<file path="src/verilog/exec_defines.svh">
////////////////////
// Execute back end parameters
// Data and tag widths, buffer depth, unit latencies
////////////////////
`ifndef EXEC_DEFINES_SVH
`define EXEC_DEFINES_SVH

// Data path and tag widths
`define EXEC_XLEN      64
`define EXEC_TAG_W     4
// Buffer depth, equal to the sender's starting credits
`define EXEC_CREDITS   2

// Cycles from issue to write-back
`define EXEC_LAT_ALU   1
`define EXEC_LAT_MUL32 2
`define EXEC_LAT_MUL64 3
`define EXEC_LAT_DIV32 17
`define EXEC_LAT_DIV64 33
`define EXEC_SLOTS     33

`endif

</file>
<file path="src/verilog/exec_op_pkg.sv">
////////////////////
// Instruction types
// Unit class, ALU opcode and the shared control word
////////////////////
package exec_op_pkg;

    typedef enum logic [1:0] {
        FU_ALU = 2'd0,
        FU_MUL = 2'd1,
        FU_DIV = 2'd2
    } fu_e;

    typedef enum logic [3:0] {
        ALU_ADD  = 4'd0,
        ALU_SUB  = 4'd1,
        ALU_AND  = 4'd2,
        ALU_OR   = 4'd3,
        ALU_XOR  = 4'd4,
        ALU_SLL  = 4'd5,
        ALU_SRL  = 4'd6,
        ALU_SLTU = 4'd7
    } alu_op_e;

    // Multiply and divide flags
    typedef struct packed {
        logic [1:0] spare;
        logic       is_rem;   // Return remainder, divide only
        logic       is_word;  // 32-bit form
    } md_ctrl_t;

    // ALU reads an opcode, MUL and DIV read flags
    typedef union packed {
        alu_op_e  alu;
        md_ctrl_t md;
    } exec_ctrl_u;

endpackage

</file>
<file path="src/verilog/score_board.sv">
`timescale 1ns/1ns
`include "exec_defines.svh"
////////////////////
// Write-back scoreboard
// Reserves result slots and picks a free divider
////////////////////
module score_board
    import exec_op_pkg::*;
(
    input  logic clk_i,
    input  logic rstn_i,
    input  logic flush_i,
    input  logic issue_i,       // Head leaves this cycle
    input  fu_e  issue_fu_i,    // Unit class of the head
    input  logic issue_word_i,  // Head is the 32-bit form
    output logic ready_o,       // Head may issue now
    output logic div_sel_o      // Divider for the next division
);

    logic [`EXEC_SLOTS-1:0] slot_q, slot_d;  // Bit k, port busy k+1 cycles ahead
    logic [1:0][5:0]        div_cnt_q;       // Cycles left per divider
    logic [1:0]             div_free;
    logic [5:0]             lat;             // Latency of the head

    always_comb begin
        case (issue_fu_i)
            FU_MUL:  lat = issue_word_i ? 6'(`EXEC_LAT_MUL32) : 6'(`EXEC_LAT_MUL64);
            FU_DIV:  lat = issue_word_i ? 6'(`EXEC_LAT_DIV32) : 6'(`EXEC_LAT_DIV64);
            default: lat = 6'(`EXEC_LAT_ALU);
        endcase
    end

    assign div_free[0] = (div_cnt_q[0] == 6'd0);
    assign div_free[1] = (div_cnt_q[1] == 6'd0);
    assign div_sel_o   = ~div_free[0];  // Divider 0 first

    // Port free at t+lat, and a divider free for a division
    assign ready_o = ~slot_q[lat - 6'd1] & ((issue_fu_i != FU_DIV) | (|div_free));

    always_comb begin
        slot_d = slot_q >> 1;  // One cycle closer
        // ALU result lands next cycle, below the vector
        if (issue_i && lat > 6'd1) begin
            slot_d[lat - 6'd2] = 1'b1;
        end
    end

    always_ff @(posedge clk_i or negedge rstn_i) begin
        if (!rstn_i) begin
            slot_q    <= '0;
            div_cnt_q <= '0;
        end else if (flush_i) begin
            slot_q    <= '0;  // Results in flight are killed
            div_cnt_q <= '0;
        end else begin
            slot_q <= slot_d;
            for (int i = 0; i < 2; i++) begin
                if (issue_i && issue_fu_i == FU_DIV && div_sel_o == i[0]) begin
                    div_cnt_q[i] <= lat - 6'd1;  // Free again in its last cycle
                end else if (!div_free[i]) begin
                    div_cnt_q[i] <= div_cnt_q[i] - 6'd1;
                end
            end
        end
    end

endmodule

</file>
<file path="config.mk">
export PLATFORM = sky130hd
export DESIGN_NAME = score_board
export DESIGN_NICKNAME = d
export VERILOG_FILES = /design/src/verilog/exec_op_pkg.sv /design/src/verilog/score_board.sv
export VERILOG_INCLUDE_DIRS = /design/src /design/src/verilog
export SDC_FILE = /design/constraint.sdc
export NUM_CORES = 1
export LEC_CHECK = 0
export BUFFER_PORTS_ARGS = -buffer_cell sky130_fd_sc_hd__buf_2
export CORE_ASPECT_RATIO = 2
export CORE_UTILIZATION = 40
export DETAILED_ROUTE_END_ITERATION = 16
export PLACE_DENSITY_LB_ADDON = 0.3
export SYNTH_ARGS = -nofsm -noshare
export SYNTH_HDL_FRONTEND = slang
export SYNTH_SLANG_ARGS = --single-unit
</file>
<file path="constraint.sdc">
create_clock -name clk_i -period 4.92 [get_ports clk_i]
set_input_delay 0.492 -clock clk_i [delete_from_list [all_inputs] [get_ports clk_i]]
set_output_delay 0.492 -clock clk_i [all_outputs]
set_load 0.02 [all_outputs]
</file>
### Word level (Yosys, flattened, before mapping)

Cells that the tools add are included.

* mux-type cells: 14
* $add $sub $neg: 4
* equality and inequality tests: 5
* $lt $le $gt $ge: 4
* bitwise operators: 5
* reductions and logical operators: 8

Operator list (count)
* $mux 33: 2
* $or 32x33->33: 1
* $mux 6: 5
* $sub 6x1->6 const B: 3
* $lt 6x7->1 const B: 2
* $logic_not 6->1: 2
* $mux 12: 1
* $pmux 6 s2: 1
* $bmux 1 s6: 1
* $demux 1 s6: 1
* $ge 6x1->1 const B: 1
* $gt 6x1->1 const B: 1
* $ne 3x2->1 const B: 2
* $sub 6x2->6 const B: 1
* $logic_and 1x1->1: 5
* $mux 1: 3
* $eq 2x1->1 const B: 1
* $eq 2x2->1 const B: 1
* $ne 2x2->1 const B: 1
* $not 1->1: 2
* $reduce_or 2->1: 1
* $and 1x1->1: 1
* $or 1x1->1: 1

* word-level logic and storage cells: 43
* input port bits: 7
* output and inout bits: 2
* flip-flop bits (word level): 45

### Depth between registers and ports, before layout

* depth after elaboration: 10
* mapped depth: 10
* mapped depth without buffers: 10

### Least setup slack after synthesis

Ideal clock, no wire load.

* path kind: input -> output
* from: in issue_fu_i[1]
* to: out ready_o
* required time: 4428 ps
* slack: 2086 ps
* stages on the path: 10
* path buffers: 0
* arrival time: 2342 ps
* cells stage by stage: inv_1 ha_1 inv_1 o21ai_0 inv_1 ha_1 a21oi_1 a21oi_1 a221oi_1 o21bai_1

* word-level cells in the longest chain between the ends: 7
* elaborated cells between the ends (all ways): 10
* those cells by class: 1 x add/sub; 3 x eq/ne; 3 x mux; 3 x bitwise

RTL lines
* from (decl): line score_board.sv:14 `input fu_e issue_fu_i,`
* $eq 2x2->1 / $eq 2x1->1 (equally long branches): line score_board.sv:26 `case (issue_fu_i)`
* $pmux 6 s2: line score_board.sv:26
* $sub 6x1->6: line score_board.sv:38 `assign ready_o = ~slot_q[lat - 6'd1] & ((issue_fu_i != FU_DIV) | (|div_free));`
* $bmux 1 s6: line score_board.sv:38
* $mux 1 (implied by the code): line score_board.sv:38
* $not 1->1: line score_board.sv:38
* $and 1x1->1 (*): line score_board.sv:38
* to (decl): line score_board.sv:16 `output logic ready_o,`

Every way passes the cells marked *; elsewhere a longest branch is shown, timed or not. The select of a mux whose other input is x is not followed.

### Final worst setup path

Same ends and word-level chain as after synthesis.

==> results.json <==
{
  "cts_tree": "yes",
  "drive_gt1_frac": 0.0990,
  "hp-class": "input port to asynchronous set/reset pin",
  "synth-seq-area-share": 0.553,
  "cts_buffers": 5,
  "skew_ps": 7.12,
  "first_pass_iters": 6,
  "die_w_um": 52.5,
  "die_y_um": 103,
  "n_antenna_cell": 0,
  "setup.worst_path.start": "issue_fu_i[1]",
  "clock-sinks": 45,
  "synth_top_area_share": 0.553,
  "fin_tns_setup_ps": 0,
  "worst_slew_pin_slew_ps": 1080,
  "core_area_um2": 4860,
  "timing.rr.start": "div_cnt_q[0]$_DFFE_PN0P_",
  "ys_warn_count": 0,
  "grt_pass1_vias": 1458,
  "synth-compound-area-share": 0.102,
  "clk_pin_slew_ps": 80,
  "antenna_found_initial": 0,
  "stdcell_area_um2": 2200,
  "max_slew_margin": 0.274,
  "synth_xor_area_frac": 0.0172,
  "fmax_mhz": 303,
  "portBuffers": 8,
  "hold_violations": 0,
  "clockBufferDepth": 2,
  "die-area_um2": 5400,
  "yosysMostFrequentCell": "dfrtp_1",
  "start_util": 0.419,
  "ioPinCount": 9,
  "fin_nets": 216,
  "synth_flop_cell": "dfrtp_1",
  "max_cap_violations": 0,
  "drc": 0,
  "rows": 36,
  "ys_async_sr_fraction": 1.00,
  "outcome": "finished, final reports clean",
  "grt_max_degree": 46,
  "critical_path_class": "input port to output port",
  "overflow": 0,
  "fillers": 483,
  "dp_cells": 251,
  "synth_edf_count": 0,
  "ir_drop_mv": 0.226,
  "drt-initial-drc-count": 20,
  "synth_top_family_by_area": "simple AND/OR/NAND/NOR gates",
  "p_leak_nw": 1.03,
  "ctsResizeCount": 0,
  "place_area_um2": 2120,
  "h-tree-depth": 2,
  "critPathMaxFanout": 7,
  "fin_crit_sh": 0.670,
  "vias": 1421,
  "postCtsHoldBufs": 0,
  "slew_viol_final": 0,
  "syn_avg_cell_area_um2": 10.5,
  "synthToLayoutAreaGrowth_pct": 8.05,
  "power_density_nw_per_um2": 466,
  "synth_cells": 194,
  "syn_area_um2": 2040,
  "synthAdderAreaFrac": 0.0491,
  "rsz0062_at_grt": "false",
  "cts_setup_buffers": 0,
  "start_kind": "input port",
  "netlist_top_cells_count": "45 x dfrtp_1, 26 x nor2_1, 21 x nor2b_1, 14 x a31oi_1, 10 x inv_1",
  "cp_data_required_time_ps": 4430,
  "drt-total-wl_um": 3980,
  "synth_cell_types": 37,
  "ant_nets": 0,
  "grt_first_pass_wirelength_um": 6580,
  "syn_nets": 209,
  "place.gp.congestion": 0.833,
  "cp.arrival_ps": 2800,
  "synth-simple-area-share": 0.220,
  "detail_route.vias_per_cell": 5.49,
  "ys_seq_elements": 45,
  "fin_crit_ps": 3300,
  "finalNonFillerCells": 259,
  "clkLatencyLatePin_ps": 290,
  "finalSetupViolations": 0,
  "cts_root_buf": "clkbuf_8",
  "track_usage": 0.168,
  "wl_per_cell_um": 15.4,
  "yosys-mux-area-fraction": 0.0221,
  "place_hpwl_um": 2800,
  "yosysTopAreaCell": "dfrtp_1",
  "synth_area_leaders": "dfrtp_1 55%, nor2b_1 6.4%, ha_1 4.9%, nor2_1 4.8%, a31oi_1 4.3%",
  "cp-end-kind": "output port"
}
-- power by group --
part           switching (W)  internal, W  total, W
Clock               0.000121     0.000101  0.000222
Sequential         0.0000394     0.000411  0.000451
Combinational       0.000203     0.000149  0.000353
-- sequential cells by signal (all words and copies together), names as in the netlist --
name       count
slot_q        33
div_cnt_q     12
-- cells in the final DEF (no fill, tap or decap), types with 2 or more instances in the layout --
cell type,instances
dfrtp_1,45
nor2_1,26
nor2b_1,21
a31oi_1,14
inv_1,10
nand2_1,9
a21oi_1,8
ha_1,8
buf_2,8
nor3_1,5
and2_1,5
clkbuf_8,5
xnor2_1,3
or3_1,3
o21ai_0,2
nand4b_1,2
nand3_1,2
mux2_2,2
or4_1,2
a211oi_1,2
clkbuf_1,2
-- critical path: stages --
cell and delay [ps]:
buf_2 110, inv_1 40, ha_1 270, inv_1 140
o21ai_0 410, inv_1 120, ha_1 370, a21oi_1 170
a21oi_1 60, a221oi_1 290, o21bai_1 150, buf_2 180
-- through the flow --
step	setup WS [ps]	utilization	power (W)	hold WS (ps)
floorplan	2090	-	0.000731	196
global placement	1730	0.435	0.000807	444
detailed placement	1650	0.435	0.000815	451
CTS	1640	0.452	0.00104	399
global route	1440	0.452	0.00109	435
finish	1620	0.452	0.00102	348
-- per-layer routing --
layer	routed length, um	part of all wire	up-vias	global-route usage
met2	2150	0.54	23	0.306
met1	1560	0.39	715	0.167
li1	-	-	672	-
met3	94	0.024	11	0.0265
met5	0	0	-	0
met4	177	0.044	0	0.111
-- worst paths after layout --
check                                            to  slack [ps]  cells after the start
max in group asynchronous       slot_q[4]$_DFF_PN0_        3950                      1
hold / removal                 slot_q[27]$_DFF_PN0_         350                      1
setup / recovery                            ready_o        1620                     12
hold reg to reg                slot_q[10]$_DFF_PN0_         470                      1
setup reg to reg           div_cnt_q[5]$_DFFE_PN0P_        2920                      7
min in group clk_i             slot_q[10]$_DFF_PN0_         470                      1
-- cell families (layout without fill, tap and decap cells) --
family	count (synthesis)	count (layout)
fa+ha+maj	8	8
compound gates	33	33
mux	3	3
simple gates	82	82
xor+xnor	4	4
buf+inv	19	27
flops	45	45
-- final cells by class --
| type | instances | area (um^2) | area share |
|---|---|---|---|
| Clock inverter | 1 | 7.51 | 0.00341 |
| Sequential cell | 45 | 1130 | 0.512 |
| Tap cell | 57 | 71.3 | 0.0324 |
| Timing Repair Buffer | 8 | 40.0 | 0.0182 |
| Inverter | 11 | 43.8 | 0.0199 |
| Multi-Input combinational cell | 130 | 836 | 0.380 |
| Clock buffer | 7 | 76.3 | 0.0347 |
Note: power is estimated with default switching activity, not from simulation.
