[src/verilog/exec_defines.svh]
////////////////////
// Execute back end parameters
// Data and tag widths, buffer depth, unit latencies
////////////////////
`ifndef EXEC_DEFINES_SVH
`define EXEC_DEFINES_SVH

// Data path and tag widths
`define EXEC_XLEN      64
`define EXEC_TAG_W     4
// Buffer depth, equal to the sender's starting credits
`define EXEC_CREDITS   2

// Cycles from issue to write-back
`define EXEC_LAT_ALU   1
`define EXEC_LAT_MUL32 2
`define EXEC_LAT_MUL64 3
`define EXEC_LAT_DIV32 17
`define EXEC_LAT_DIV64 33
`define EXEC_SLOTS     33

`endif

[src/verilog/exec_op_pkg.sv]
////////////////////
// Instruction types
// Unit class, ALU opcode and the shared control word
////////////////////
package exec_op_pkg;

    typedef enum logic [1:0] {
        FU_ALU = 2'd0,
        FU_MUL = 2'd1,
        FU_DIV = 2'd2
    } fu_e;

    typedef enum logic [3:0] {
        ALU_ADD  = 4'd0,
        ALU_SUB  = 4'd1,
        ALU_AND  = 4'd2,
        ALU_OR   = 4'd3,
        ALU_XOR  = 4'd4,
        ALU_SLL  = 4'd5,
        ALU_SRL  = 4'd6,
        ALU_SLTU = 4'd7
    } alu_op_e;

    // Multiply and divide flags
    typedef struct packed {
        logic [1:0] spare;
        logic       is_rem;   // Return remainder, divide only
        logic       is_word;  // 32-bit form
    } md_ctrl_t;

    // ALU reads an opcode, MUL and DIV read flags
    typedef union packed {
        alu_op_e  alu;
        md_ctrl_t md;
    } exec_ctrl_u;

endpackage

[src/verilog/exec_wb_pkg.sv]
////////////////////
// Result types
// Instruction tag and write-back source
////////////////////
`include "exec_defines.svh"

package exec_wb_pkg;

    typedef logic [`EXEC_TAG_W-1:0] wb_tag_t;

    typedef enum logic [2:0] {
        SRC_NONE = 3'd0,
        SRC_ALU  = 3'd1,
        SRC_MUL  = 3'd2,
        SRC_DIV0 = 3'd3,
        SRC_DIV1 = 3'd4
    } wb_src_e;

endpackage

[src/verilog/alu.sv]
`timescale 1ns/1ns
`include "exec_defines.svh"
////////////////////
// Integer ALU
// One operation per cycle, registered result
////////////////////
module alu
    import exec_op_pkg::*;
    import exec_wb_pkg::*;
(
    input  logic                  clk_i,
    input  logic                  rstn_i,
    input  logic                  flush_i,
    input  logic                  start_i,
    input  alu_op_e               op_i,
    input  wb_tag_t               tag_i,
    input  logic [`EXEC_XLEN-1:0] a_i,
    input  logic [`EXEC_XLEN-1:0] b_i,
    output logic                  valid_o,
    output wb_tag_t               tag_o,
    output logic [`EXEC_XLEN-1:0] result_o
);

    localparam int SHW = $clog2(`EXEC_XLEN);  // Shift amount bits

    logic [`EXEC_XLEN-1:0] res;

    always_comb begin
        res = '0;
        case (op_i)
            ALU_ADD:  res = a_i + b_i;
            ALU_SUB:  res = a_i - b_i;
            ALU_AND:  res = a_i & b_i;
            ALU_OR:   res = a_i | b_i;
            ALU_XOR:  res = a_i ^ b_i;
            ALU_SLL:  res = a_i << b_i[SHW-1:0];
            ALU_SRL:  res = a_i >> b_i[SHW-1:0];
            ALU_SLTU: res[0] = (a_i < b_i);  // Unsigned compare
            default:  res = '0;
        endcase
    end

    always_ff @(posedge clk_i or negedge rstn_i) begin
        if (!rstn_i) begin
            valid_o <= 1'b0;
        end else begin
            valid_o <= start_i & ~flush_i;
        end
    end

    always_ff @(posedge clk_i) begin
        if (start_i) begin
            tag_o    <= tag_i;
            result_o <= res;
        end
    end

endmodule

[config.mk]
export PLATFORM = sky130hd
export DESIGN_NAME = alu
export DESIGN_NICKNAME = d
export VERILOG_FILES = /design/src/verilog/exec_op_pkg.sv /design/src/verilog/exec_wb_pkg.sv /design/src/verilog/alu.sv
export VERILOG_INCLUDE_DIRS = /design/src /design/src/verilog
export SDC_FILE = /design/constraint.sdc
export NUM_CORES = 1
export LEC_CHECK = 0
export BUFFER_PORTS_ARGS = -buffer_cell sky130_fd_sc_hd__buf_2
export CORE_ASPECT_RATIO = 1.5
export CORE_MARGIN = 3
export CORE_UTILIZATION = 49
export DETAILED_ROUTE_END_ITERATION = 10
export HOLD_SLACK_MARGIN = 0.05
export PLACE_DENSITY = 0.64
export SETUP_SLACK_MARGIN = 0.5
export SYNTH_ARGS = -nofsm -noshare
export SYNTH_HDL_FRONTEND = slang
export SYNTH_SLANG_ARGS = --single-unit
[constraint.sdc]
create_clock -name clk_i -period 0.8 [get_ports clk_i]
set_input_delay 0.16 -clock clk_i [delete_from_list [all_inputs] [get_ports clk_i]]
set_output_delay 0.16 -clock clk_i [all_outputs]
set_load 0.01 [all_outputs]
==> flow_metrics.env, run 1 <==
export IMPL_status="aborted with a tool error"
export IMPL_failed_stage="global routing (5_1_grt)"
export IMPL_error_line="[ERROR GRT-0232] Routing congestion too high. Check the congestion heatmap in the GUI."
export IMPL_worstEpCategory="register input"
export IMPL_synth_compound_area_frac=0.313
export IMPL_numCtsBuffers=9
export IMPL_grt_max_degree=78
export IMPL_async_flop_share=0.0145
export IMPL_ys_types=92
export IMPL_dp_hpwl_um=101000
export IMPL_synth_top_family_by_area="compound AO/OA/AOI/OAI gates"
export IMPL_yosysSeqAreaShare=0.103
export IMPL_syn_instance_count=2880
export IMPL_port_buffers=208
export IMPL_ys_ff_latch=69
export IMPL_rows=90
export IMPL_synth_ff_type="edfxtp_1"
export IMPL_die_y_um=254
export IMPL_cts_root_buf="clkbuf_16"
export IMPL_synthXorXnorAreaFrac=0.0232
export IMPL_place_ws_ns=-2.91
export IMPL_place_gp_congestion=1.22
export IMPL_synth_simple_area_share=0.201
export IMPL_cts_buffer_depth=2
export IMPL_synth_mux_area_fraction=0.145
export IMPL_synthAdderAreaFrac=0.134
export IMPL_syn_nets=3233
export IMPL_synth_edf_count=68
export IMPL_syn_area_mm2=0.0200
export IMPL_cts_max_level=3
export IMPL_grt_usage=0.795
export IMPL_die_w_um=171
export IMPL_ys_warn_count=0
export IMPL_place_area_mm2=0.0300
export IMPL_initial_core_util=0.497
export IMPL_postSynthAreaPerCell_um2=6.96
export IMPL_clock_sinks=69
export IMPL_overflow=317
export IMPL_worst_endpoint="result_o[34]$_DFFE_PP_/D"
export IMPL_io_pins=209
==> repair_timing <==
action,4_1_cts
setup buffers,72
pin swaps,201
resized for setup,626
gates cloned,22
endpoints found under the setup margin,202
hold buffers,1
hold endpoints to repair,6
==> cell families after synthesis <==
family,Yosys count
and+or+nand+nor,883
muxes,259
xor gates and xnor gates,53
buffers and inverters,414
adders and majority gates,213
AOI/OAI and AO/OA,989
DFF,69
==> metal layers <==
metal / overflow / track usage
met1: 7 / 0.787
met5: 0 / 0.399
met3: 14 / 0.653
met4: 128 / 0.797
met2: 168 / 0.946
==> cell usage after synthesis (19+ instances only) <==
cell | count | area [um2]
nor2_1 | 417 | 1570
a21oi_1 | 290 | 1450
o21ai_0 | 267 | 1340
mux2i_1 | 226 | 2260
ha_1 | 211 | 2640
inv_1 | 198 | 743
nand2_1 | 166 | 623
clkbuf_1 | 136 | 510
edfxtp_1 | 68 | 2040
a221oi_1 | 57 | 499
nor3_1 | 56 | 280
nand2b_1 | 52 | 325
o211ai_1 | 50 | 375
xnor2_1 | 49 | 429
a211oi_1 | 48 | 360
o21bai_1 | 47 | 353
nand3_1 | 38 | 190
buf_2 | 37 | 185
nand4_1 | 37 | 231
buf_1 | 31 | 116
nor4_1 | 30 | 188
o31ai_1 | 26 | 195
a21o_1 | 25 | 188
mux4_2 | 24 | 541
or3_1 | 21 | 131
o221ai_1 | 19 | 166
==> per-stage QoR <==
stage,instances,utilization,hold slack [ns]
after floorplan,2880,-,-0.136
after global placement,4531,0.744,-0.0654
after detailed placement,4531,0.744,-0.0629
after CTS,4642,0.847,-0.106
==> run 2, diff against run 1 <==
CORE_ASPECT_RATIO = unset   (was 1.5)
CORE_UTILIZATION = 34   (was 49)
HOLD_SLACK_MARGIN = unset   (was 0.05)
PLACE_DENSITY = unset   (was 0.64)
PLACE_DENSITY_LB_ADDON = 0.15   (was unset)
SETUP_SLACK_MARGIN = unset   (was 0.5)
==> run 2 against run 1 <==
The flow now finishes, with violations (negative setup slack). Synthesized area unchanged. Synthesized cell count did not move.
==> flow_metrics.env, run 2 <==
export IMPL_worstSetupEndpointType="register"
export IMPL_final_cells=4960
export IMPL_largest_reg_flops=64
export IMPL_synth_largest_area_cell="ha_1"
export IMPL_regMostFlops="result_o"
export IMPL_postSynthAreaPerCell_um2=6.96
export IMPL_wl_per_cell_um=28.9
export IMPL_p_per_area_mw_per_mm2=1060
export IMPL_cts_max_level=3
export IMPL_hold_path_class="input pin to async pin"
export IMPL_clock_sinks=69
export IMPL_overflow=0
export IMPL_cp_arrival_ns=3.28
export IMPL_syn_instance_count=2880
export IMPL_timing_final_crit_share=3.88
export IMPL_dieArea_mm2=0.0619
export IMPL_cts_root_buf="clkbuf_16"
export IMPL_max_clock_freq_mhz=323
export IMPL_intPower_mw=19.6
export IMPL_place_ws_ns=-3.17
export IMPL_largestRegisters="result_o (64), tag_o (4), valid_o (1)"
export IMPL_synthTopCellsByArea="ha_1 (13%), mux2i_1 (11%), edfxtp_1 (10%)"
export IMPL_layout_drive_gt1_share=0.479
export IMPL_met2_usage=0.627
export IMPL_grt_pass1_vias=29291
export IMPL_ys_ff_latch=69
export IMPL_synth_most_common_cell="nor2_1"
export IMPL_final_antenna_net_count=0
export IMPL_syn_area_mm2=0.0200
export IMPL_dp_hpwl_um=113000
export IMPL_final_util=0.612
export IMPL_place_gp_congestion=1.12
export IMPL_cts_buffer_depth=2
export IMPL_p_comb_frac=0.750
export IMPL_die_y_um=249
export IMPL_grt_pass1_wl_um=199000
export IMPL_firstDrtPassIters=6
export IMPL_hold_viol=0
export IMPL_finalMaxSlewViolations=0
export IMPL_grt_use_met3=0.141
export IMPL_nets=4541
export IMPL_p_leak_nw=16.4
export IMPL_grt_busiest_layer="met2"
export IMPL_cts_tree="done"
export IMPL_drt_iter0_markers=3900
export IMPL_cp_common_cell="buf_4"
export IMPL_grt_max_degree=99
export IMPL_fin_ws_ns=-2.30
export IMPL_port_buffers=208
export IMPL_initial_core_util=0.345
export IMPL_p_switching_mw=18.1
export IMPL_yosys_top_cells_count="nor2_1 (417), a21oi_1 (290), o21ai_0 (267)"
export IMPL_p_sw_frac=0.481
export IMPL_syn_to_final_growth_pct=77.2
export IMPL_pwr_share_seq=0.123
export IMPL_violations="negative setup slack"
export IMPL_antenna_found_initial=9
export IMPL_drcViolationCount=0
export IMPL_pwr_share_clk=0.127
export IMPL_final_cell_mix="buf_4 (1,190), nor2_1 (370), a21oi_1 (223)"
export IMPL_peakVddDrop_mv=1.35
export IMPL_mostFrequentLayoutCell="buf_4"
export IMPL_period_minus_slack_ns=3.10
export IMPL_critical_path_class="input pin to register"
export IMPL_required_ns=0.98
export IMPL_critPathLaunchType="input pin"
export IMPL_via_per_inst=6.14
export IMPL_ys_warn_count=0
export IMPL_async_flop_share=0.0145
export IMPL_core_area_mm2=0.0580
export IMPL_path_clk_slew_ns=0.08
export IMPL_routed_wirelength_um=143000
export IMPL_power_mw=37.7
export IMPL_status="finished, violations left"
export IMPL_rsz0062_at_grt="true"
export IMPL_die_w_um=249
export IMPL_synth_top_cell_area_share=0.132
export IMPL_io_pins=209
export IMPL_yosysSeqAreaShare=0.103
export IMPL_synth_ff_type="edfxtp_1"
export IMPL_ys_types=92
export IMPL_placed_cells_incl_taps=4834
export IMPL_numCtsBuffers=9
export IMPL_drv_cap=0
export IMPL_synth_edf_count=68
export IMPL_finalSetupViolCount=133
export IMPL_cpMaxStageDelayCell="a221oi_4"
export IMPL_tightest_slew_ns=0.850
export IMPL_use_met1=0.576
export IMPL_grt_usage=0.434
export IMPL_relSlewSlack=0.433
export IMPL_rows=88
export IMPL_critPathMaxStageDelay_ns=0.40
export IMPL_worst_path_max_fanout=2
export IMPL_vias=30473
export IMPL_cp_startpoint="a_i[0]"
export IMPL_syn_nets=3233
export IMPL_crit_chain="buf_8 -> inv_6 -> ha_4 -> fa_2 -> o21bai_4 -> a221oi_4 -> o311ai_4 -> a21oi_4 -> o211ai_1 -> buf_4 -> o31ai_4 -> buf_4 -> o21bai_1 -> buf_4 -> a21oi_4 -> o31a_1 -> o221a_2 -> nand2_1"
run 2: cell counts after synthesis:
Identical to the previous run, type by type.
run 2: through the flow:
stage	setup TNS, ns	hold slack [ns]	area, um2
6_report	-153.03	0.0467	35500
5_1_grt	-156.62	0.0627	35500
4_1_cts	-146.48	0.0376	33700
3_5_place_dp	-181.76	-0.0634	30700
3_3_place_gp	-181.51	-0.0658	30700
2_1_floorplan	-134.64	-0.136	20600
run 2: kinds of logic after synthesis:
kind of cell	Yosys count	synth area share
AOI/OAI and AO/OA	989	0.313
xor gates and xnor gates	53	0.0232
adders and majority gates	213	0.134
buffers and inverters	414	0.0812
DFF	69	0.103
muxes	259	0.145
and+or+nand+nor	883	0.201
run 2: final cells by class:
class	instances	area, um2
Tap cell	765	957
Antenna cell	2	5.00
Sequential cell	69	2070
Timing Repair Buffer	1507	11900
Fill cell	5312	22500
Clock inverter	7	63.8
Multi-Input combinational cell	2397	19500
Inverter	204	808
Clock buffer	9	225
run 2: worst max-delay path, delay by kind of cell:
family	cells	cell delay, ns
and+or+nand+nor	1	0.05
AOI/OAI and AO/OA	10	1.99
adders and majority gates	2	0.36
buffers and inverters	5	0.70
run 2: worst max-delay path by stage:
stage	end	slack [ns]
floorplan	result_o[0]	-2.59
global placement	result_o[53]	-3.18
detailed placement	result_o[35]	-3.17
CTS	result_o[62]	-2.20
global route	result_o[32]	-2.35
finish	result_o[62]	-2.30
run 2: timing repair:
action / 4_1_cts / 5_1_grt
buffers inserted: 59 / 58
gates resized for setup: 455 / 327
endpoints found under the setup margin: 133 / 133
pin swaps: 149 / 163
hold buffers: 6 / 0
hold endpoints to repair: 6 / 0
gates cloned: 7 / 0
run 2: power by group through the flow:
stage	sequential (mW)	combinational (mW)	clock [mW]
floorplan	4.85	9.79	0
global placement	4.70	22.9	0
detailed placement	4.70	23.0	0
CTS	4.63	25.4	4.80
global route	4.67	29.3	4.90
finish	4.65	28.3	4.80
run 2: layer usage:
layer,share of wire,vias up
met2,0.41,2111
met5,0.00045,-
li1,-,13175
met4,0.062,10
met1,0.40,14714
met3,0.13,463
Power figures use the tool's default switching activity.
