**src/verilog/exec_defines.svh**
```systemverilog
////////////////////
// Execute back end parameters
// Data and tag widths, buffer depth, unit latencies
////////////////////
`ifndef EXEC_DEFINES_SVH
`define EXEC_DEFINES_SVH

// Data path and tag widths
`define EXEC_XLEN      64
`define EXEC_TAG_W     4
// Buffer depth, equal to the sender's starting credits
`define EXEC_CREDITS   2

// Cycles from issue to write-back
`define EXEC_LAT_ALU   1
`define EXEC_LAT_MUL32 2
`define EXEC_LAT_MUL64 3
`define EXEC_LAT_DIV32 17
`define EXEC_LAT_DIV64 33
`define EXEC_SLOTS     33

`endif

```
**src/verilog/exec_wb_pkg.sv**
```systemverilog
////////////////////
// Result types
// Instruction tag and write-back source
////////////////////
`include "exec_defines.svh"

package exec_wb_pkg;

    typedef logic [`EXEC_TAG_W-1:0] wb_tag_t;

    typedef enum logic [2:0] {
        SRC_NONE = 3'd0,
        SRC_ALU  = 3'd1,
        SRC_MUL  = 3'd2,
        SRC_DIV0 = 3'd3,
        SRC_DIV1 = 3'd4
    } wb_src_e;

endpackage

```
**src/verilog/wb_select.sv**
```systemverilog
`timescale 1ns/1ns
`include "exec_defines.svh"
////////////////////
// Write-back merge
// AND-OR of the one-hot unit results
////////////////////
module wb_select
    import exec_wb_pkg::*;
(
    input  logic                  alu_valid_i,
    input  wb_tag_t               alu_tag_i,
    input  logic [`EXEC_XLEN-1:0] alu_data_i,
    input  logic                  mul_valid_i,
    input  wb_tag_t               mul_tag_i,
    input  logic [`EXEC_XLEN-1:0] mul_data_i,
    input  logic                  div0_valid_i,
    input  wb_tag_t               div0_tag_i,
    input  logic [`EXEC_XLEN-1:0] div0_data_i,
    input  logic                  div1_valid_i,
    input  wb_tag_t               div1_tag_i,
    input  logic [`EXEC_XLEN-1:0] div1_data_i,
    output logic                  wb_valid_o,
    output wb_tag_t               wb_tag_o,
    output logic [`EXEC_XLEN-1:0] wb_data_o,
    output wb_src_e               wb_src_o
);

    assign wb_valid_o = alu_valid_i | mul_valid_i | div0_valid_i | div1_valid_i;

    assign wb_tag_o = ({`EXEC_TAG_W{alu_valid_i}} & alu_tag_i)
                    | ({`EXEC_TAG_W{mul_valid_i}} & mul_tag_i)
                    | ({`EXEC_TAG_W{div0_valid_i}} & div0_tag_i)
                    | ({`EXEC_TAG_W{div1_valid_i}} & div1_tag_i);

    assign wb_data_o = ({`EXEC_XLEN{alu_valid_i}} & alu_data_i)
                     | ({`EXEC_XLEN{mul_valid_i}} & mul_data_i)
                     | ({`EXEC_XLEN{div0_valid_i}} & div0_data_i)
                     | ({`EXEC_XLEN{div1_valid_i}} & div1_data_i);

    always_comb begin
        case ({alu_valid_i, mul_valid_i, div0_valid_i, div1_valid_i})
            4'b1000: wb_src_o = SRC_ALU;
            4'b0100: wb_src_o = SRC_MUL;
            4'b0010: wb_src_o = SRC_DIV0;
            4'b0001: wb_src_o = SRC_DIV1;
            default: wb_src_o = SRC_NONE;  // Idle port
        endcase
    end

endmodule

```
**config.mk**
```make
export PLATFORM = sky130hd
export DESIGN_NAME = wb_select
export DESIGN_NICKNAME = d
export VERILOG_FILES = /design/src/verilog/exec_wb_pkg.sv /design/src/verilog/wb_select.sv
export VERILOG_INCLUDE_DIRS = /design/src /design/src/verilog
export SDC_FILE = /design/constraint.sdc
export NUM_CORES = 1
export LEC_CHECK = 0
export ABC_CLOCK_PERIOD_IN_PS = 1200
export BUFFER_PORTS_ARGS = -buffer_cell sky130_fd_sc_hd__buf_2
export CORE_AREA = 2 2 134 136
export DETAILED_ROUTE_END_ITERATION = 6
export DIE_AREA = 0 0 136 138
export GPL_TIMING_DRIVEN = 0
export MAX_ROUTING_LAYER = met4
export PLACE_DENSITY = 0.44
export SYNTH_ARGS = -nofsm -noshare
export SYNTH_HDL_FRONTEND = slang
export SYNTH_SLANG_ARGS = --single-unit
```
**constraint.sdc**
```tcl
create_clock -name vclk -period 1.2
set_input_delay 0.24 -clock vclk [all_inputs]
set_output_delay 0.24 -clock vclk [all_outputs]
set_load 0.1 [all_outputs]
```
== After elaboration in Yosys (flattened, before gate mapping) ==
Cells that the tools add are included.
Cells by class
  add/sub/neg operators: 0
  multipliers: 0
  div/mod/pow operators: 0
  magnitude comparators: 0
  eq/ne operators: 4
  shift-type cells: 0
  multiplexer cells: 1
  bitwise gates (word level): 17
  reduce and logical (&&, ||, !) cells: 0
Operator list (number)
  AND 64 bit: 4
  OR 64 bit: 3
  AND 4 bit: 4
  OR 4 bit: 3
  case mux 3 bit (4 select lines): 1
  == test 4 x 1 -> 1 bit (second input constant): 1
  == test 4 x 2 -> 1 bit (second input constant): 1
  == test 4 x 3 -> 1 bit (second input constant): 1
  == test 4 bit (second input constant): 1
  OR 1 bit: 3
Word-level totals
  bits in registers: 0
  bits in latches: 0
  memory bits (writable): 0
  memory bits (read-only): 0
  input port bits: 276
  output and inout port bits: 72
  logic and storage cells: 22
  memories: 0

== Logic depth before layout (Yosys ltp) ==
Gate-level depths: netlist of run 1.
  depth in word-level cells: 4
  mapped depth: 4

== Least setup slack after synthesis of run 1 ==
OpenSTA, ideal clock, no wires.
  path kind: input -> output
  start point: in alu_valid_i
  end point: out wb_src_o[2]
  arrival time: 3.683 ns
  path slack: -2.723 ns
  stages: 3
  cells stage by stage: buf_2 -> buf_4 -> nor4b_1
On the way
  cells in the longest elaborated chain, start to end: 2
RTL lines
  start: declaration: line wb_select.sv:10  | input logic alu_valid_i,
  == test 4 x 1 -> 1 bit (tied with other cells): line wb_select.sv:41  | case ({alu_valid_i, mul_valid_i, div0_valid_i, div1_valid_i})
  case mux 3 bit (4 select lines) (*): line wb_select.sv:41
  end: declaration: line wb_select.sv:25  | output wb_src_e wb_src_o
Every way passes the cells marked *; elsewhere a longest branch is shown, timed or not.

== Final worst setup path of run 1 ==
  start point: in alu_valid_i
  end point: out wb_valid_o
On the way
  cells in the longest elaborated chain, start to end: 3
RTL lines
  OR 1 bit (3 in a row): line wb_select.sv:28  | assign wb_valid_o = alu_valid_i | mul_valid_i | div0_valid_i | div1_valid_i;
  end: declaration: line wb_select.sv:22  | output logic wb_valid_o,
No other way between the ends.

==> results of run 1 <==
worst paths after layout:
| check | start | to | slack, ns |
|---|---|---|---|
| hold / removal | div1_data_i[21] | wb_data_o[21] | 0.85 |
| setup / recovery | alu_valid_i | wb_valid_o | -0.14 |
synthesized netlist by cell type:
cell type,n
nor4b_1,1
buf_4,2
buf_6,1
nor3_1,2
a22oi_1,136
or4_4,1
nand2_1,68
buf_2,29
xnor2_1,2
routing by layer:
| layer | part of all wire | routed length (um) | GRT usage | vias to the layer above |
|---|---|---|---|---|
| met1 | 0.36 | 5400 | 0.1563 | 1702 |
| li1 | - | - | - | 1715 |
| met3 | 0.062 | 913 | 0.01357 | 12 |
| met4 | 0.010 | 153 | 0.01754 | 0 |
| met2 | 0.56 | 8339 | 0.2782 | 195 |
| met5 | 0 | 0 | - | - |
final cells by class:
type                       instances  area, um^2
fill                            1709       10840
timing repair buffer             362        3264
multi-input combinational        210        2579
buffer                            32       569.3
tap                              229       286.5
stage by stage:
stage	hold slack, ns	setup TNS (ns)
after detailed placement	1.040	-27.89
after floorplan	0.7647	-2.753
after CTS	0.8490	-4.875
after global placement	1.040	-26.75
after global routing	0.8596	-4.824
final	0.8481	-2.979
cells by family (layout without fill, tap and decap cells):
family,after synthesis,in the layout,share of synthesized area
AO/OA/AOI/OAI,136,136,0.6828
XOR/XNOR,2,2,0.01172
buffers and inverters,32,394,0.1146
AND/OR/NAND/NOR,72,72,0.1908
power by group through the flow:
stage	registers, uW	clock network (uW)	logic, uW
5_1_grt	0	0	4710
3_3_place_gp	0	0	3360
4_1_cts	0	0	4410
6_report	0	0	4550
3_5_place_dp	0	0	3390
2_1_floorplan	0	0	2540
cell usage in the layout, fill, tap and decap left out, drive strengths merged:
cell,count
nor3,2
or4,1
clkbuf,6
xnor2,2
buf,387
a22oi,136
bufbuf,1
nor4b,1
nand2,68
timing repair:
action,in CTS,in global routing
endpoints found under the setup margin,72,72
resized for setup,366,32
setup buffers,1,1
pin swaps,77,39
cloned,11,6
hold buffers,0,0
==> impl_metrics.yaml, run 1 <==
power:
  power_frac_clock: 0
  total_leakage_power_uw: 0.003151
  p_seq_frac: 0
  powerDensity_nw_per_um2: 678.9
  swShare: 0.5836
  power_uw: 4548
  switchingPower_uw: 2654
  p_int_uw: 1894
  irDropWorstVdd_mv: 0.3915
  p_comb_frac: 1.000
setup_path:
  critical_path_class: "in2out"
  crit_arrival_ns: 1.10
  critical_path.max_fanout: 5
  end_kind: "output port"
  crit_slowest_cell: "or4_4"
  crit_cells: 3
  cp.buffers_inverters: 2
  cp_cell_sequence: "buf_16 > or4_4 > buf_12"
  startpoint_type: "input pin"
  worst_path_largest_cell_delay_ns: 0.55
  cpLargestDelayFamily: "simple AND/OR/NAND/NOR gates"
  critPathRequiredTime_ns: 0.96
yosys:
  synthCells: 242
  syn_area_um2: 1495
  synth_top_area_share: 0.6828
  yosys_warnings: 0
  ys_seq_area_frac: 0
  syn_avg_cell_area_um2: 6.178
  synth_area_leaders: "a22oi_1, nand2_1, buf_2"
  syn-num-nets: 518
  synth_cell_types: 9
  synth_area_leader_cell: "a22oi_1"
routing:
  drt.antenna.violating_nets: 0
  drtPass1Iterations: 4
  via_per_inst: 4.351
  drc_errors: 0
  drt-total-wl_mm: 14.81
  wl_per_cell_um: 17.77
  dr_total_vias: 3624
  drt_iter0_drc: 84
sta:
  fin_crit_ns: 1.341
  fin_crit_sh: 1.118
  setup_slack_ns: -0.1413
  max_freq_mhz: 745.5
  setup_viol: 72
  tightest_slew_ns: 0.2575
  slew_viol_final: 0
  rsz0062_at_grt: "yes"
  hold_viol: 0
  slew_headroom: 0.8283
grt:
  antenna_found_initial: 0
  grt_pass1_wl_mm: 20.88
  grt.overflow.total: 0
  grt_usage: 0.1422
  grt_max_degree: 11
  grt_pass1_vias: 3966
die:
  die_w_um: 136
  placementRows: 49
  ios: 348
  initial_utilization: 0.08527
  core-area_um2: 17530
  dieArea_um2: 18770
  die_y_um: 138
place:
  place.detailed.hpwl_mm: 10.84
  dp_cells: 815
  place_area_um2: 4720
  portBuffers: 344
  pre_cts_ws_ns: -0.4872
  place.gp.congestion: 0.8947
outcome:
  violations: "negative setup slack"
  outcome: "complete, but fails checks"
finish:
  syn2layout_area_growth_pct: 348.0
  nets: 882
  layout.cells.non_filler: 833
  final_area_um2: 6699
  final_util: 0.3820
  n_clock_buffer: 0
  design.seq.count: 0
  drive_gt1_frac: 1.000
  antenna_cells: 0
  regArea_um2: 0
min_path:
  min_path_cells: 4
  hold_class: "in2out"
flow_run:
  drv_cap: 0
Power figures use the tool's default switching activity.
==> inputs of run 2 (changes only) <==
--- a/config.mk
+++ b/config.mk
@@ -6,7 +6,7 @@
 export SDC_FILE = /design/constraint.sdc
 export NUM_CORES = 1
 export LEC_CHECK = 0
-export ABC_CLOCK_PERIOD_IN_PS = 1200
+export ABC_CLOCK_PERIOD_IN_PS = 1400
 export BUFFER_PORTS_ARGS = -buffer_cell sky130_fd_sc_hd__buf_2
 export CORE_AREA = 2 2 134 136
 export DETAILED_ROUTE_END_ITERATION = 6
@@ -17,3 +17,4 @@
 export SYNTH_ARGS = -nofsm -noshare
 export SYNTH_HDL_FRONTEND = slang
 export SYNTH_SLANG_ARGS = --single-unit
+export TNS_END_PERCENT = 1
==> constraint.sdc (replaced) <==
create_clock -name vclk -period 1.4
set_input_delay 0.28 -clock vclk [all_inputs]
set_output_delay 0.28 -clock vclk [all_outputs]
set_load 0.1 [all_outputs]
==> impl_metrics.yaml, run 2 (same netlist as run 1, synthesis figures left out) <==
outcome:
  outcome: "complete, but fails checks"
  violations: "negative setup slack"
place:
  portBuffers: 344
  place_area_um2: 3565
  place.gp.congestion: 0.8256
  pre_cts_ws_ns: -0.4343
  dp_cells: 815
  place.detailed.hpwl_mm: 10.13
finish:
  final_area_um2: 4423
  syn2layout_area_growth_pct: 195.8
  nets: 866
  n_clock_buffer: 0
  final_cell_mix: "buf_2, a22oi_1, nand2_1, buf_6, a22oi_2"
  fillers: 1933
  design.seq.count: 0
  layout_commonest_cell: "buf_2"
  regArea_um2: 0
  antenna_cells: 0
  drive_gt1_frac: 0.6939
  layout.cells.non_filler: 817
grt:
  grt_pass1_vias: 3503
  grt.overflow.total: 0
  grt_pass1_wl_mm: 17.98
  antenna_found_initial: 0
  grt_max_degree: 11
  grt_usage: 0.1239
sta:
  setup_tns_ns: -0.01735
  tightest_slew_ns: 0.2845
  setup_viol: 2
  fin_hold_ws_ns: 0.9605
  max_freq_mhz: 707.2
  rsz0062_at_grt: "yes"
  setup_slack_ns: -0.01394
  fin_crit_sh: 1.010
  slew_headroom: 0.8119
  slew_viol_final: 0
  fin_crit_ns: 1.414
  hold_viol: 0
routing:
  drtPass1Iterations: 4
  drt-total-wl_mm: 12.67
  dr_total_vias: 3476
  drc_errors: 0
  wl_per_cell_um: 15.51
  drt_iter0_drc: 192
  via_per_inst: 4.255
  drt.antenna.violating_nets: 0
setup_path:
  crit_arrival_ns: 1.13
  critical_path.max_fanout: 5
  critPathRequiredTime_ns: 1.12
  end_kind: "output port"
  startpoint_type: "input pin"
  cp_cell_sequence: "buf_12 > or4_4 > buf_12"
  crit_slowest_cell: "or4_4"
  worst_path_largest_cell_delay_ns: 0.54
  critical_path_class: "in2out"
  cp_common_cell: "buf_12"
min_path:
  worstHoldStart: "div1_data_i[57]"
  hold_class: "in2out"
  min_path_cells: 4
  whs_endpoint: "wb_data_o[57]"
flow_run:
  drv_cap: 0
power:
  switchingPower_uw: 1894
  irDropWorstVdd_mv: 0.2448
  p_int_uw: 953.0
  total_leakage_power_uw: 0.002315
  p_seq_frac: 0
  swShare: 0.6652
  powerDensity_nw_per_um2: 643.6
  power_frac_clock: 0
  p_comb_frac: 1.000
die:
  core-area_um2: 17530
  die_y_um: 138
  ios: 348
  die_w_um: 136
  placementRows: 49
  dieArea_um2: 18770
  initial_utilization: 0.08527
clock_tree:
  cts_hold_repair.buffers: 0
==> run 2: changes by cell type in the layout (fill, tap and decap cells not counted), moves of 2 or more <==
cell / change
a22oi_2: -112
nand2_4: -68
xnor2_1: +2
buf_12: -75
buf_4: +22
buf_6: +50
a22oi_1: +112
nand2_1: +66
clkbuf_16: -6
nand2_2: +2
buf_16: -11
buf_8: +5
==> run 2: worst max path at each step <==
stage	start	endpoint	slack, ns	cells after the start
global route	div0_valid_i	wb_data_o[5]	-0.04	5
finish	alu_valid_i	wb_valid_o	-0.01	3
CTS	alu_valid_i	wb_valid_o	-0.02	3
detailed placement	div1_valid_i	wb_data_o[57]	-0.43	5
global placement	div1_valid_i	wb_data_o[57]	-0.47	5
floorplan	alu_valid_i	wb_src_o[2]	-0.50	3
==> run 2: what timing repair did <==
item	in CTS	in global routing
endpoints found under the setup margin	72	48
hold endpoints to repair	0	0
pin swaps	11	5
setup buffers	0	0
gates cloned	2	0
gates resized for setup	209	30
==> run 2: critical path: cells and delay by family <==
family	cells	cell delay [ns]
buffers and inverters	2	0.30
and+or+nand+nor	1	0.54
==> run 2: area by class of cell <==
| class | instances | area [um^2] | share of cell area |
|---|---|---|---|
| Timing Repair Buffer | 346 | 2328 | 0.5264 |
| Multi-Input combinational cell | 210 | 1486 | 0.3361 |
| Buffer | 32 | 321.6 | 0.07270 |
| Tap cell | 229 | 286.5 | 0.06478 |
==> run 2: stage by stage <==
step / total power, uW / utilization
5_1_grt: 2966 / 0.2522
2_1_floorplan: 1743 / -
3_3_place_gp: 2412 / 0.2033
3_5_place_dp: 2407 / 0.2033
6_report: 2847 / 0.2522
4_1_cts: 2798 / 0.2455
==> run 2: power by group through the flow <==
stage               Sequential, uW  Clock [uW]  Combinational, uW
floorplan                        0           0               1740
global placement                 0           0               2410
detailed placement               0           0               2410
CTS                              0           0               2800
global route                     0           0               2970
finish                           0           0               2850
==> run 2: per-layer routing <==
metal | up-vias | global-route usage | routed length [um]
met2 | 218 | 0.2359 | 6704
li1 | 1668 | - | -
met4 | 0 | 0.008772 | 98
met3 | 8 | 0.01247 | 974
met1 | 1582 | 0.1441 | 4896
met5 | - | - | 0
