`config.mk`:
```
export PLATFORM = sky130hd
export DESIGN_NAME = issue_fsm
export DESIGN_NICKNAME = d
export VERILOG_FILES = /design/src/verilog/exec_op_pkg.sv /design/src/verilog/exec_wb_pkg.sv /design/src/verilog/issue_fsm.sv
export VERILOG_INCLUDE_DIRS = /design/src /design/src/verilog
export SDC_FILE = /design/constraint.sdc
export NUM_CORES = 1
export LEC_CHECK = 0
export BUFFER_PORTS_ARGS = -buffer_cell sky130_fd_sc_hd__buf_2
export CAP_MARGIN = 15
export CORE_UTILIZATION = 42
export DETAILED_ROUTE_END_ITERATION = 10
export GPL_TIMING_DRIVEN = 0
export PLACE_DENSITY = 0.73
export SETUP_SLACK_MARGIN = 0.02
export SKIP_CTS_REPAIR_TIMING = 1
export SYNTH_ARGS = -nofsm -noshare
export SYNTH_HDL_FRONTEND = slang
export SYNTH_SLANG_ARGS = --single-unit
```
`constraint.sdc`:
```
create_clock -name clk_i -period 8 [get_ports clk_i]
set_clock_uncertainty 0.1 [all_clocks]
set_input_delay 0.4 -clock clk_i [delete_from_list [all_inputs] [get_ports clk_i]]
set_output_delay 0.4 -clock clk_i [all_outputs]
set_load 0.02 [all_outputs]
```
`src/verilog/exec_defines.svh`:
```
////////////////////
// Execute back end parameters
// Data and tag widths, buffer depth, unit latencies
////////////////////
`ifndef EXEC_DEFINES_SVH
`define EXEC_DEFINES_SVH

// Data path and tag widths
`define EXEC_XLEN      64
`define EXEC_TAG_W     4
// Buffer depth, equal to the sender's starting credits
`define EXEC_CREDITS   2

// Cycles from issue to write-back
`define EXEC_LAT_ALU   1
`define EXEC_LAT_MUL32 2
`define EXEC_LAT_MUL64 3
`define EXEC_LAT_DIV32 17
`define EXEC_LAT_DIV64 33
`define EXEC_SLOTS     33

`endif

```
`src/verilog/exec_op_pkg.sv`:
```
////////////////////
// Instruction types
// Unit class, ALU opcode and the shared control word
////////////////////
package exec_op_pkg;

    typedef enum logic [1:0] {
        FU_ALU = 2'd0,
        FU_MUL = 2'd1,
        FU_DIV = 2'd2
    } fu_e;

    typedef enum logic [3:0] {
        ALU_ADD  = 4'd0,
        ALU_SUB  = 4'd1,
        ALU_AND  = 4'd2,
        ALU_OR   = 4'd3,
        ALU_XOR  = 4'd4,
        ALU_SLL  = 4'd5,
        ALU_SRL  = 4'd6,
        ALU_SLTU = 4'd7
    } alu_op_e;

    // Multiply and divide flags
    typedef struct packed {
        logic [1:0] spare;
        logic       is_rem;   // Return remainder, divide only
        logic       is_word;  // 32-bit form
    } md_ctrl_t;

    // ALU reads an opcode, MUL and DIV read flags
    typedef union packed {
        alu_op_e  alu;
        md_ctrl_t md;
    } exec_ctrl_u;

endpackage

```
`src/verilog/exec_wb_pkg.sv`:
```
////////////////////
// Result types
// Instruction tag and write-back source
////////////////////
`include "exec_defines.svh"

package exec_wb_pkg;

    typedef logic [`EXEC_TAG_W-1:0] wb_tag_t;

    typedef enum logic [2:0] {
        SRC_NONE = 3'd0,
        SRC_ALU  = 3'd1,
        SRC_MUL  = 3'd2,
        SRC_DIV0 = 3'd3,
        SRC_DIV1 = 3'd4
    } wb_src_e;

endpackage

```
`src/verilog/issue_fsm.sv`:
```
`timescale 1ns/1ns
`include "exec_defines.svh"
////////////////////
// Issue controller
// Two-entry buffer, credit return and in-order issue
////////////////////
module issue_fsm
    import exec_op_pkg::*;
    import exec_wb_pkg::*;
(
    input  logic                  clk_i,
    input  logic                  rstn_i,
    input  logic                  flush_i,
    input  logic                  instr_valid_i,  // Backed by a credit
    input  fu_e                   instr_fu_i,
    input  exec_ctrl_u            instr_ctrl_i,
    input  wb_tag_t               instr_tag_i,
    input  logic [`EXEC_XLEN-1:0] instr_a_i,
    input  logic [`EXEC_XLEN-1:0] instr_b_i,
    input  logic                  sb_ready_i,     // Scoreboard clears the head
    input  logic                  div_sel_i,
    output logic                  credit_o,
    output fu_e                   head_fu_o,
    output logic                  head_word_o,
    output logic                  issue_o,
    output logic                  alu_start_o,
    output logic                  mul_start_o,
    output logic [1:0]            div_start_o,    // One-hot divider start
    output exec_ctrl_u            op_ctrl_o,
    output wb_tag_t               op_tag_o,
    output logic [`EXEC_XLEN-1:0] op_a_o,
    output logic [`EXEC_XLEN-1:0] op_b_o
);

    localparam logic [1:0] IDLE      = 2'd0;  // Buffer empty
    localparam logic [1:0] ISSUE     = 2'd1;
    localparam logic [1:0] STALL_WB  = 2'd2;  // Result slot taken
    localparam logic [1:0] STALL_DIV = 2'd3;  // Division waiting on a divider

    fu_e                   buf_fu   [`EXEC_CREDITS];
    exec_ctrl_u            buf_ctrl [`EXEC_CREDITS];
    wb_tag_t               buf_tag  [`EXEC_CREDITS];
    logic [`EXEC_XLEN-1:0] buf_a    [`EXEC_CREDITS];
    logic [`EXEC_XLEN-1:0] buf_b    [`EXEC_CREDITS];

    logic       wr_ptr_q, rd_ptr_q;  // Two entries
    logic [1:0] count_q, count_d;
    logic [1:0] state_q, state_d;
    logic       push;
    logic       credit_q;

    assign push = instr_valid_i & ~flush_i;  // Flushed requests are dropped

    // Head entry
    assign head_fu_o   = buf_fu[rd_ptr_q];
    assign op_ctrl_o   = buf_ctrl[rd_ptr_q];
    assign op_tag_o    = buf_tag[rd_ptr_q];
    assign op_a_o      = buf_a[rd_ptr_q];
    assign op_b_o      = buf_b[rd_ptr_q];
    assign head_word_o = op_ctrl_o.md.is_word;

    assign issue_o     = (state_q != IDLE) & sb_ready_i & ~flush_i;
    assign alu_start_o = issue_o & (head_fu_o == FU_ALU);
    assign mul_start_o = issue_o & (head_fu_o == FU_MUL);
    assign div_start_o = (issue_o && head_fu_o == FU_DIV) ? (div_sel_i ? 2'b10 : 2'b01) : 2'b00;
    assign credit_o    = credit_q;

    assign count_d = count_q + 2'(push) - 2'(issue_o);

    always_comb begin
        if (count_d == 2'd0) begin
            state_d = IDLE;
        end else if (issue_o || state_q == IDLE) begin
            state_d = ISSUE;  // New head, not checked yet
        end else if (head_fu_o == FU_DIV) begin
            state_d = STALL_DIV;
        end else begin
            state_d = STALL_WB;
        end
    end

    always_ff @(posedge clk_i) begin
        if (push) begin
            buf_fu[wr_ptr_q]   <= instr_fu_i;
            buf_ctrl[wr_ptr_q] <= instr_ctrl_i;
            buf_tag[wr_ptr_q]  <= instr_tag_i;
            buf_a[wr_ptr_q]    <= instr_a_i;
            buf_b[wr_ptr_q]    <= instr_b_i;
        end
    end

    always_ff @(posedge clk_i or negedge rstn_i) begin
        if (!rstn_i) begin
            wr_ptr_q <= 1'b0;
            rd_ptr_q <= 1'b0;
            count_q  <= 2'd0;
            state_q  <= IDLE;
            credit_q <= 1'b0;
        end else if (flush_i) begin
            wr_ptr_q <= 1'b0;
            rd_ptr_q <= 1'b0;
            count_q  <= 2'd0;
            state_q  <= IDLE;
            credit_q <= 1'b0;  // No credit for flushed entries
        end else begin
            wr_ptr_q <= wr_ptr_q ^ push;
            rd_ptr_q <= rd_ptr_q ^ issue_o;
            count_q  <= count_d;
            state_q  <= state_d;
            credit_q <= issue_o;  // Entry freed, one credit back
        end
    end

endmodule

```
======== Word level (Yosys, flattened, before mapping) ========
Memory sizes are Yosys's and may differ from the RTL's.
Index checks and enable logic that the tools add are counted.
cells by class
  equal/unequal tests ..................... 2
  bitwise operators ....................... 8
  muxes and demuxes ....................... 12
  $add $sub $neg .......................... 2
  reduce and logical (&&, ||, !) cells .... 6
operators with widths
  kind                                                                   count
  2-bit two-way mux                                                      6
  2-bit logical NOT                                                      3
  1-bit two-way mux                                                      6
  1-bit AND                                                              5
  2-bit by 1-bit adder with 2-bit output                                 1
  2-bit by 1-bit equality test with 1-bit output, second input constant  1
  2-bit equality test, second input constant                             1
  2-bit nonzero test                                                     1
  2-bit by 1-bit subtractor with 2-bit output                            1
  1-bit bitwise XOR                                                      2
  1-bit logical AND                                                      1
  1-bit logical OR                                                       1
  1-bit NOT                                                              1
word-level totals
  register bits after elaboration ......... 7
  logic and storage cells ................. 40
  memories kept ........................... 5
  input bits .............................. 144
  output and inout bits ................... 145
  memory bits (writable) .................. 276
memories
  name      words  width  read ports  clocked after memory_dff  wr ports  RTL line         RTL
  buf_a     2      64     1           0                         1         issue_fsm.sv:43  logic [`EXEC_XLEN-1:0] buf_a [`EXEC_CREDITS];
  buf_b     2      64     1           0                         1         issue_fsm.sv:44  logic [`EXEC_XLEN-1:0] buf_b [`EXEC_CREDITS];
  buf_ctrl  2      4      1           0                         1         issue_fsm.sv:41  exec_ctrl_u buf_ctrl [`EXEC_CREDITS];
  buf_tag   2      4      1           0                         1         issue_fsm.sv:42  wb_tag_t buf_tag [`EXEC_CREDITS];
  buf_fu    2      2      1           0                         1         issue_fsm.sv:40  fu_e buf_fu [`EXEC_CREDITS];

======== Logic depth before layout (Yosys ltp) ========
  word-level depth ........................ 7
  depth in mapped cells ................... 9
  gate-level depth less buffers ........... 9

======== Worst setup path after synthesis ========
No wires, ideal clock.
  kind .................................... input port to flip-flop
  from .................................... input port flush_i
  to ...................................... memory buf_a[1][0] (netlist bit) (enable)
  setup time .............................. 0.515 ns
  arrival ................................. 3.842 ns
  required time ........................... 7.385 ns
  cell stages on the path ................. 3
  slack ................................... 3.544 ns
  buffers on the path ..................... 0
  path through ............................ nand2b_1 -> inv_1 -> ha_1
between the ends
  word-level cells in the longest chain between the ends .. 4
RTL lines
  what                                     RTL line         RTL
  from (decl)                              issue_fsm.sv:13  input logic flush_i,
  1-bit NOT                                issue_fsm.sv:52  assign push = instr_valid_i & ~flush_i;
  1-bit AND                                issue_fsm.sv:52
  1-bit two-way mux                        issue_fsm.sv:83  if (push) begin
  1-bit two-way mux (implied by the code)  issue_fsm.sv:87  buf_a[wr_ptr_q] <= instr_a_i;
  to (decl)                                issue_fsm.sv:43
No other way between the ends.

======== Worst setup path in the final report ========
  from .................................... register rd_ptr_q
  to ...................................... output port div_start_o[0]
between the ends
  word-level cells in the longest chain between the ends .. 4
RTL lines
  what                    RTL line          RTL
  from (decl)             issue_fsm.sv:46   logic wr_ptr_q, rd_ptr_q;
  from (signal assigned)  issue_fsm.sv:107  rd_ptr_q <= rd_ptr_q ^ issue_o;
  memory 2 x 2 bit        n/a
  2-bit equality test     issue_fsm.sv:65   assign div_start_o = (issue_o && head_fu_o == FU_DIV) ? (div_sel_i ? 2'b10 : 2'b01) : 2'b00;
  1-bit logical AND       issue_fsm.sv:65
  2-bit two-way mux       issue_fsm.sv:65
  to (decl)               issue_fsm.sv:28   output logic [1:0] div_start_o,
No other way between the ends.

==> impl_metrics.tcl <==
set metrics [dict create \
    status "completed" \
    core_area_mm2 0.0238 \
    post-place-ws_ns 5.49 \
    ant_nets 0 \
    clock_latency_ns 0.52 \
    crit_type "register to output pin" \
    relSlewSlack 0.695 \
    rsz0062_at_grt "no" \
    fin_nets 1078 \
    critPathRequiredTime_ns 7.50 \
    grt-ovfl-total 0 \
    cts_max_level 1 \
    syn_inst 468 \
    critPathLaunchType "register" \
    numCtsBuffers 29 \
    holdCritPathClass "input pin to register" \
    clockRootBuffer "clkbuf_16" \
    cts_tree "done" \
    drtIter0Drc 216 \
    portBuffers 288 \
    synth_cell_types 20 \
    vdd_drop_max_uv 185 \
    cp-end-kind "output pin" \
    cap_violations 0 \
    p_leak_nw 5.56 \
    fmaxAchievable_mhz 378 \
    fillerInstances 1664 \
    vias 5963 \
    drcViolationCount 0 \
    p_sw_frac 0.247 \
    clkPwrFrac 0.356 \
    dieWidth_um 159 \
    wl_per_cell_um 16.9 \
    p_int_mw 2.74 \
    wl_um 21400 \
    syn_avg_cell_area_um2 22.0 \
    synthToLayoutAreaGrowth_pct 41.6 \
    clk_pin_slew_ns 0.06 \
    initial_core_util 0.434 \
    power_frac_seq 0.469 \
    max_slew.worst_pin.slew_ns 0.457 \
    final.setup.worst_slack_ns 5.36 \
    syn_nets 616 \
    cp.arrival_ns 2.14 \
    p_sw_uw 900 \
    slew_violations 0 \
    finalCritPeriodShare 0.330 \
    vias_per_cell 4.69 \
    setup_violations 0 \
    hold_violations 0 \
    drt-pass1-iter-count 4 \
    p_comb_frac 0.175 \
    cts_sinks 283 \
    grt_max_degree 62 \
    ys_ff_latch 283 \
    antenna_found_initial 1 \
    p_per_area_mw_per_mm2 249 \
    hpwl_um 12900 \
    grt_use_total 0.149 \
    crit_fanout 10 \
    fin_tns_setup_ns 0 \
    yosysWarnings 0 \
    grt_pass1_wl_um 28700 \
    ys_seq_area_frac 0.821 \
    drive_gt1_frac 0.516 \
    grt_pass1_vias 5638 \
    die_y_um 159 \
    rows 56 \
    pin_count 289 \
    place.gp.congestion 0.748 \
    period_needed_ns 2.64 \
    netlist_area_mm2 0.0103 \
    cts_max_path_buffers 3 \
    dieArea_mm2 0.0252 \
]
## sequential cells by signal, summed over array words and instances (netlist names)
name and cells:
buf_a 128, buf_b 128, buf_ctrl 8, buf_tag 8, buf_fu 4, count_q 2
state_q 2, credit_o 1, rd_ptr_q 1, wr_ptr_q 1
## per-layer routing
metal | track usage | part of all wire | up-vias | routed length [µm]
li1 | - | - | 2778 | -
met3 | 0.0509 | 0.078 | 52 | 1670
met5 | 0 | 0 | - | 0
met1 | 0.162 | 0.37 | 2915 | 7990
met4 | 0.0476 | 0.028 | 0 | 595
met2 | 0.272 | 0.52 | 218 | 11200
## stage by stage
| step | hold WS [ns] | cell area [µm²] | total power [mW] | utilization | instances |
|---|---|---|---|---|---|
| detailed placement | 0.148 | 12300 | 2.32 | 0.517 | 1079 |
| CTS | -0.418 | 13200 | 3.61 | 0.556 | 1132 |
| global placement | 0.144 | 12100 | 2.32 | 0.511 | 1075 |
| finish | 0.0195 | 14600 | 3.64 | 0.614 | 1272 |
| global route | 0.0114 | 14600 | 3.77 | 0.614 | 1272 |
| floorplan | 0.00441 | 10300 | 2.12 | - | 468 |
## power groups by stage
stage	Clock, mW	Combinational (mW)	Sequential (mW)
detailed placement	0	0.582	1.74
CTS	1.32	0.587	1.71
global placement	0	0.571	1.75
finish	1.29	0.636	1.71
global route	1.37	0.684	1.71
floorplan	0	0.377	1.74
## synth_stat cells (all sizes together)
master  instances  area, µm²
buf            16       82.6
nand2b          1       6.26
nor2b           3       18.8
mux2          137       1550
nor3            3       15.0
or3b            1       8.76
mux2i           1       10.0
edfxtp        276       8290
o21ai           2       10.0
nand2           1       3.75
dfrtp           7        175
inv             6       22.5
nor2            6       22.5
xor3            1       23.8
xor2            1       8.76
o21bai          1       7.51
ha              4       50.1
a21oi           1       5.00
## logic make-up (layout without fill, tap and decap cells)
family          after synthesis  count (layout)  synth area share
mux                         138             138             0.151
buf+inv                      22             506            0.0102
compound gates                4               4           0.00219
xor+xnor                      2               2           0.00316
flops                       283             283             0.821
simple gates                 15              15           0.00728
other cells                   0               1                 0
fa+ha+maj                     4               4           0.00486
## final timing paths
kind                             from  slack [ns]  cells past startpoint        endpoint
max                          rd_ptr_q        5.36                      5  div_start_o[0]
min                           flush_i        0.02                      2      count_q[1]
max reg2reg                state_q[1]        5.92                      8      state_q[1]
min reg2reg                count_q[0]        0.53                      2      count_q[0]
max in group asynchronous      rstn_i        7.50                      2        wr_ptr_q
min in group asynchronous      rstn_i        0.14                      2      state_q[1]
## cell usage in the layout, fill, tap and decap left out, types with 2 or more instances in the layout
cell type | Yosys | final
o21ai_0 | 2 | 2
dlygate4sd3_1 | 0 | 139
clkinv_2 | 0 | 10
bufinv_16 | 0 | 3
buf_16 | 0 | 4
clkbuf_16 | 0 | 29
edfxtp_1 | 276 | 276
dfrtp_1 | 7 | 7
nor2_1 | 6 | 6
ha_4 | 0 | 2
mux2_2 | 136 | 136
clkbuf_1 | 0 | 4
clkinv_4 | 0 | 2
ha_1 | 4 | 2
nor3_1 | 3 | 3
buf_2 | 15 | 303
inv_1 | 6 | 6
nor2b_1 | 3 | 3
clkinv_1 | 0 | 5
## final cells by class
| type | count | area [µm²] | area share |
|---|---|---|---|
| antenna | 1 | 2.50 | 0.000171 |
| buffer | 16 | 82.6 | 0.00566 |
| clock buffer | 33 | 741 | 0.0508 |
| clock inverter | 20 | 176 | 0.0121 |
| inverter | 6 | 22.5 | 0.00154 |
| multi-input combinational | 163 | 1760 | 0.121 |
| sequential | 283 | 8460 | 0.580 |
| tap | 319 | 399 | 0.0274 |
| timing repair buffer | 431 | 2940 | 0.202 |
## critical path: stages, from the launching register on
cell,delay (ns)
dfrtp_1,0.41
buf_2,0.33
mux2i_1,0.37
nand2_1,0.16
nor3_1,0.15
buf_2,0.19
(Power assumes the default switching activity.)
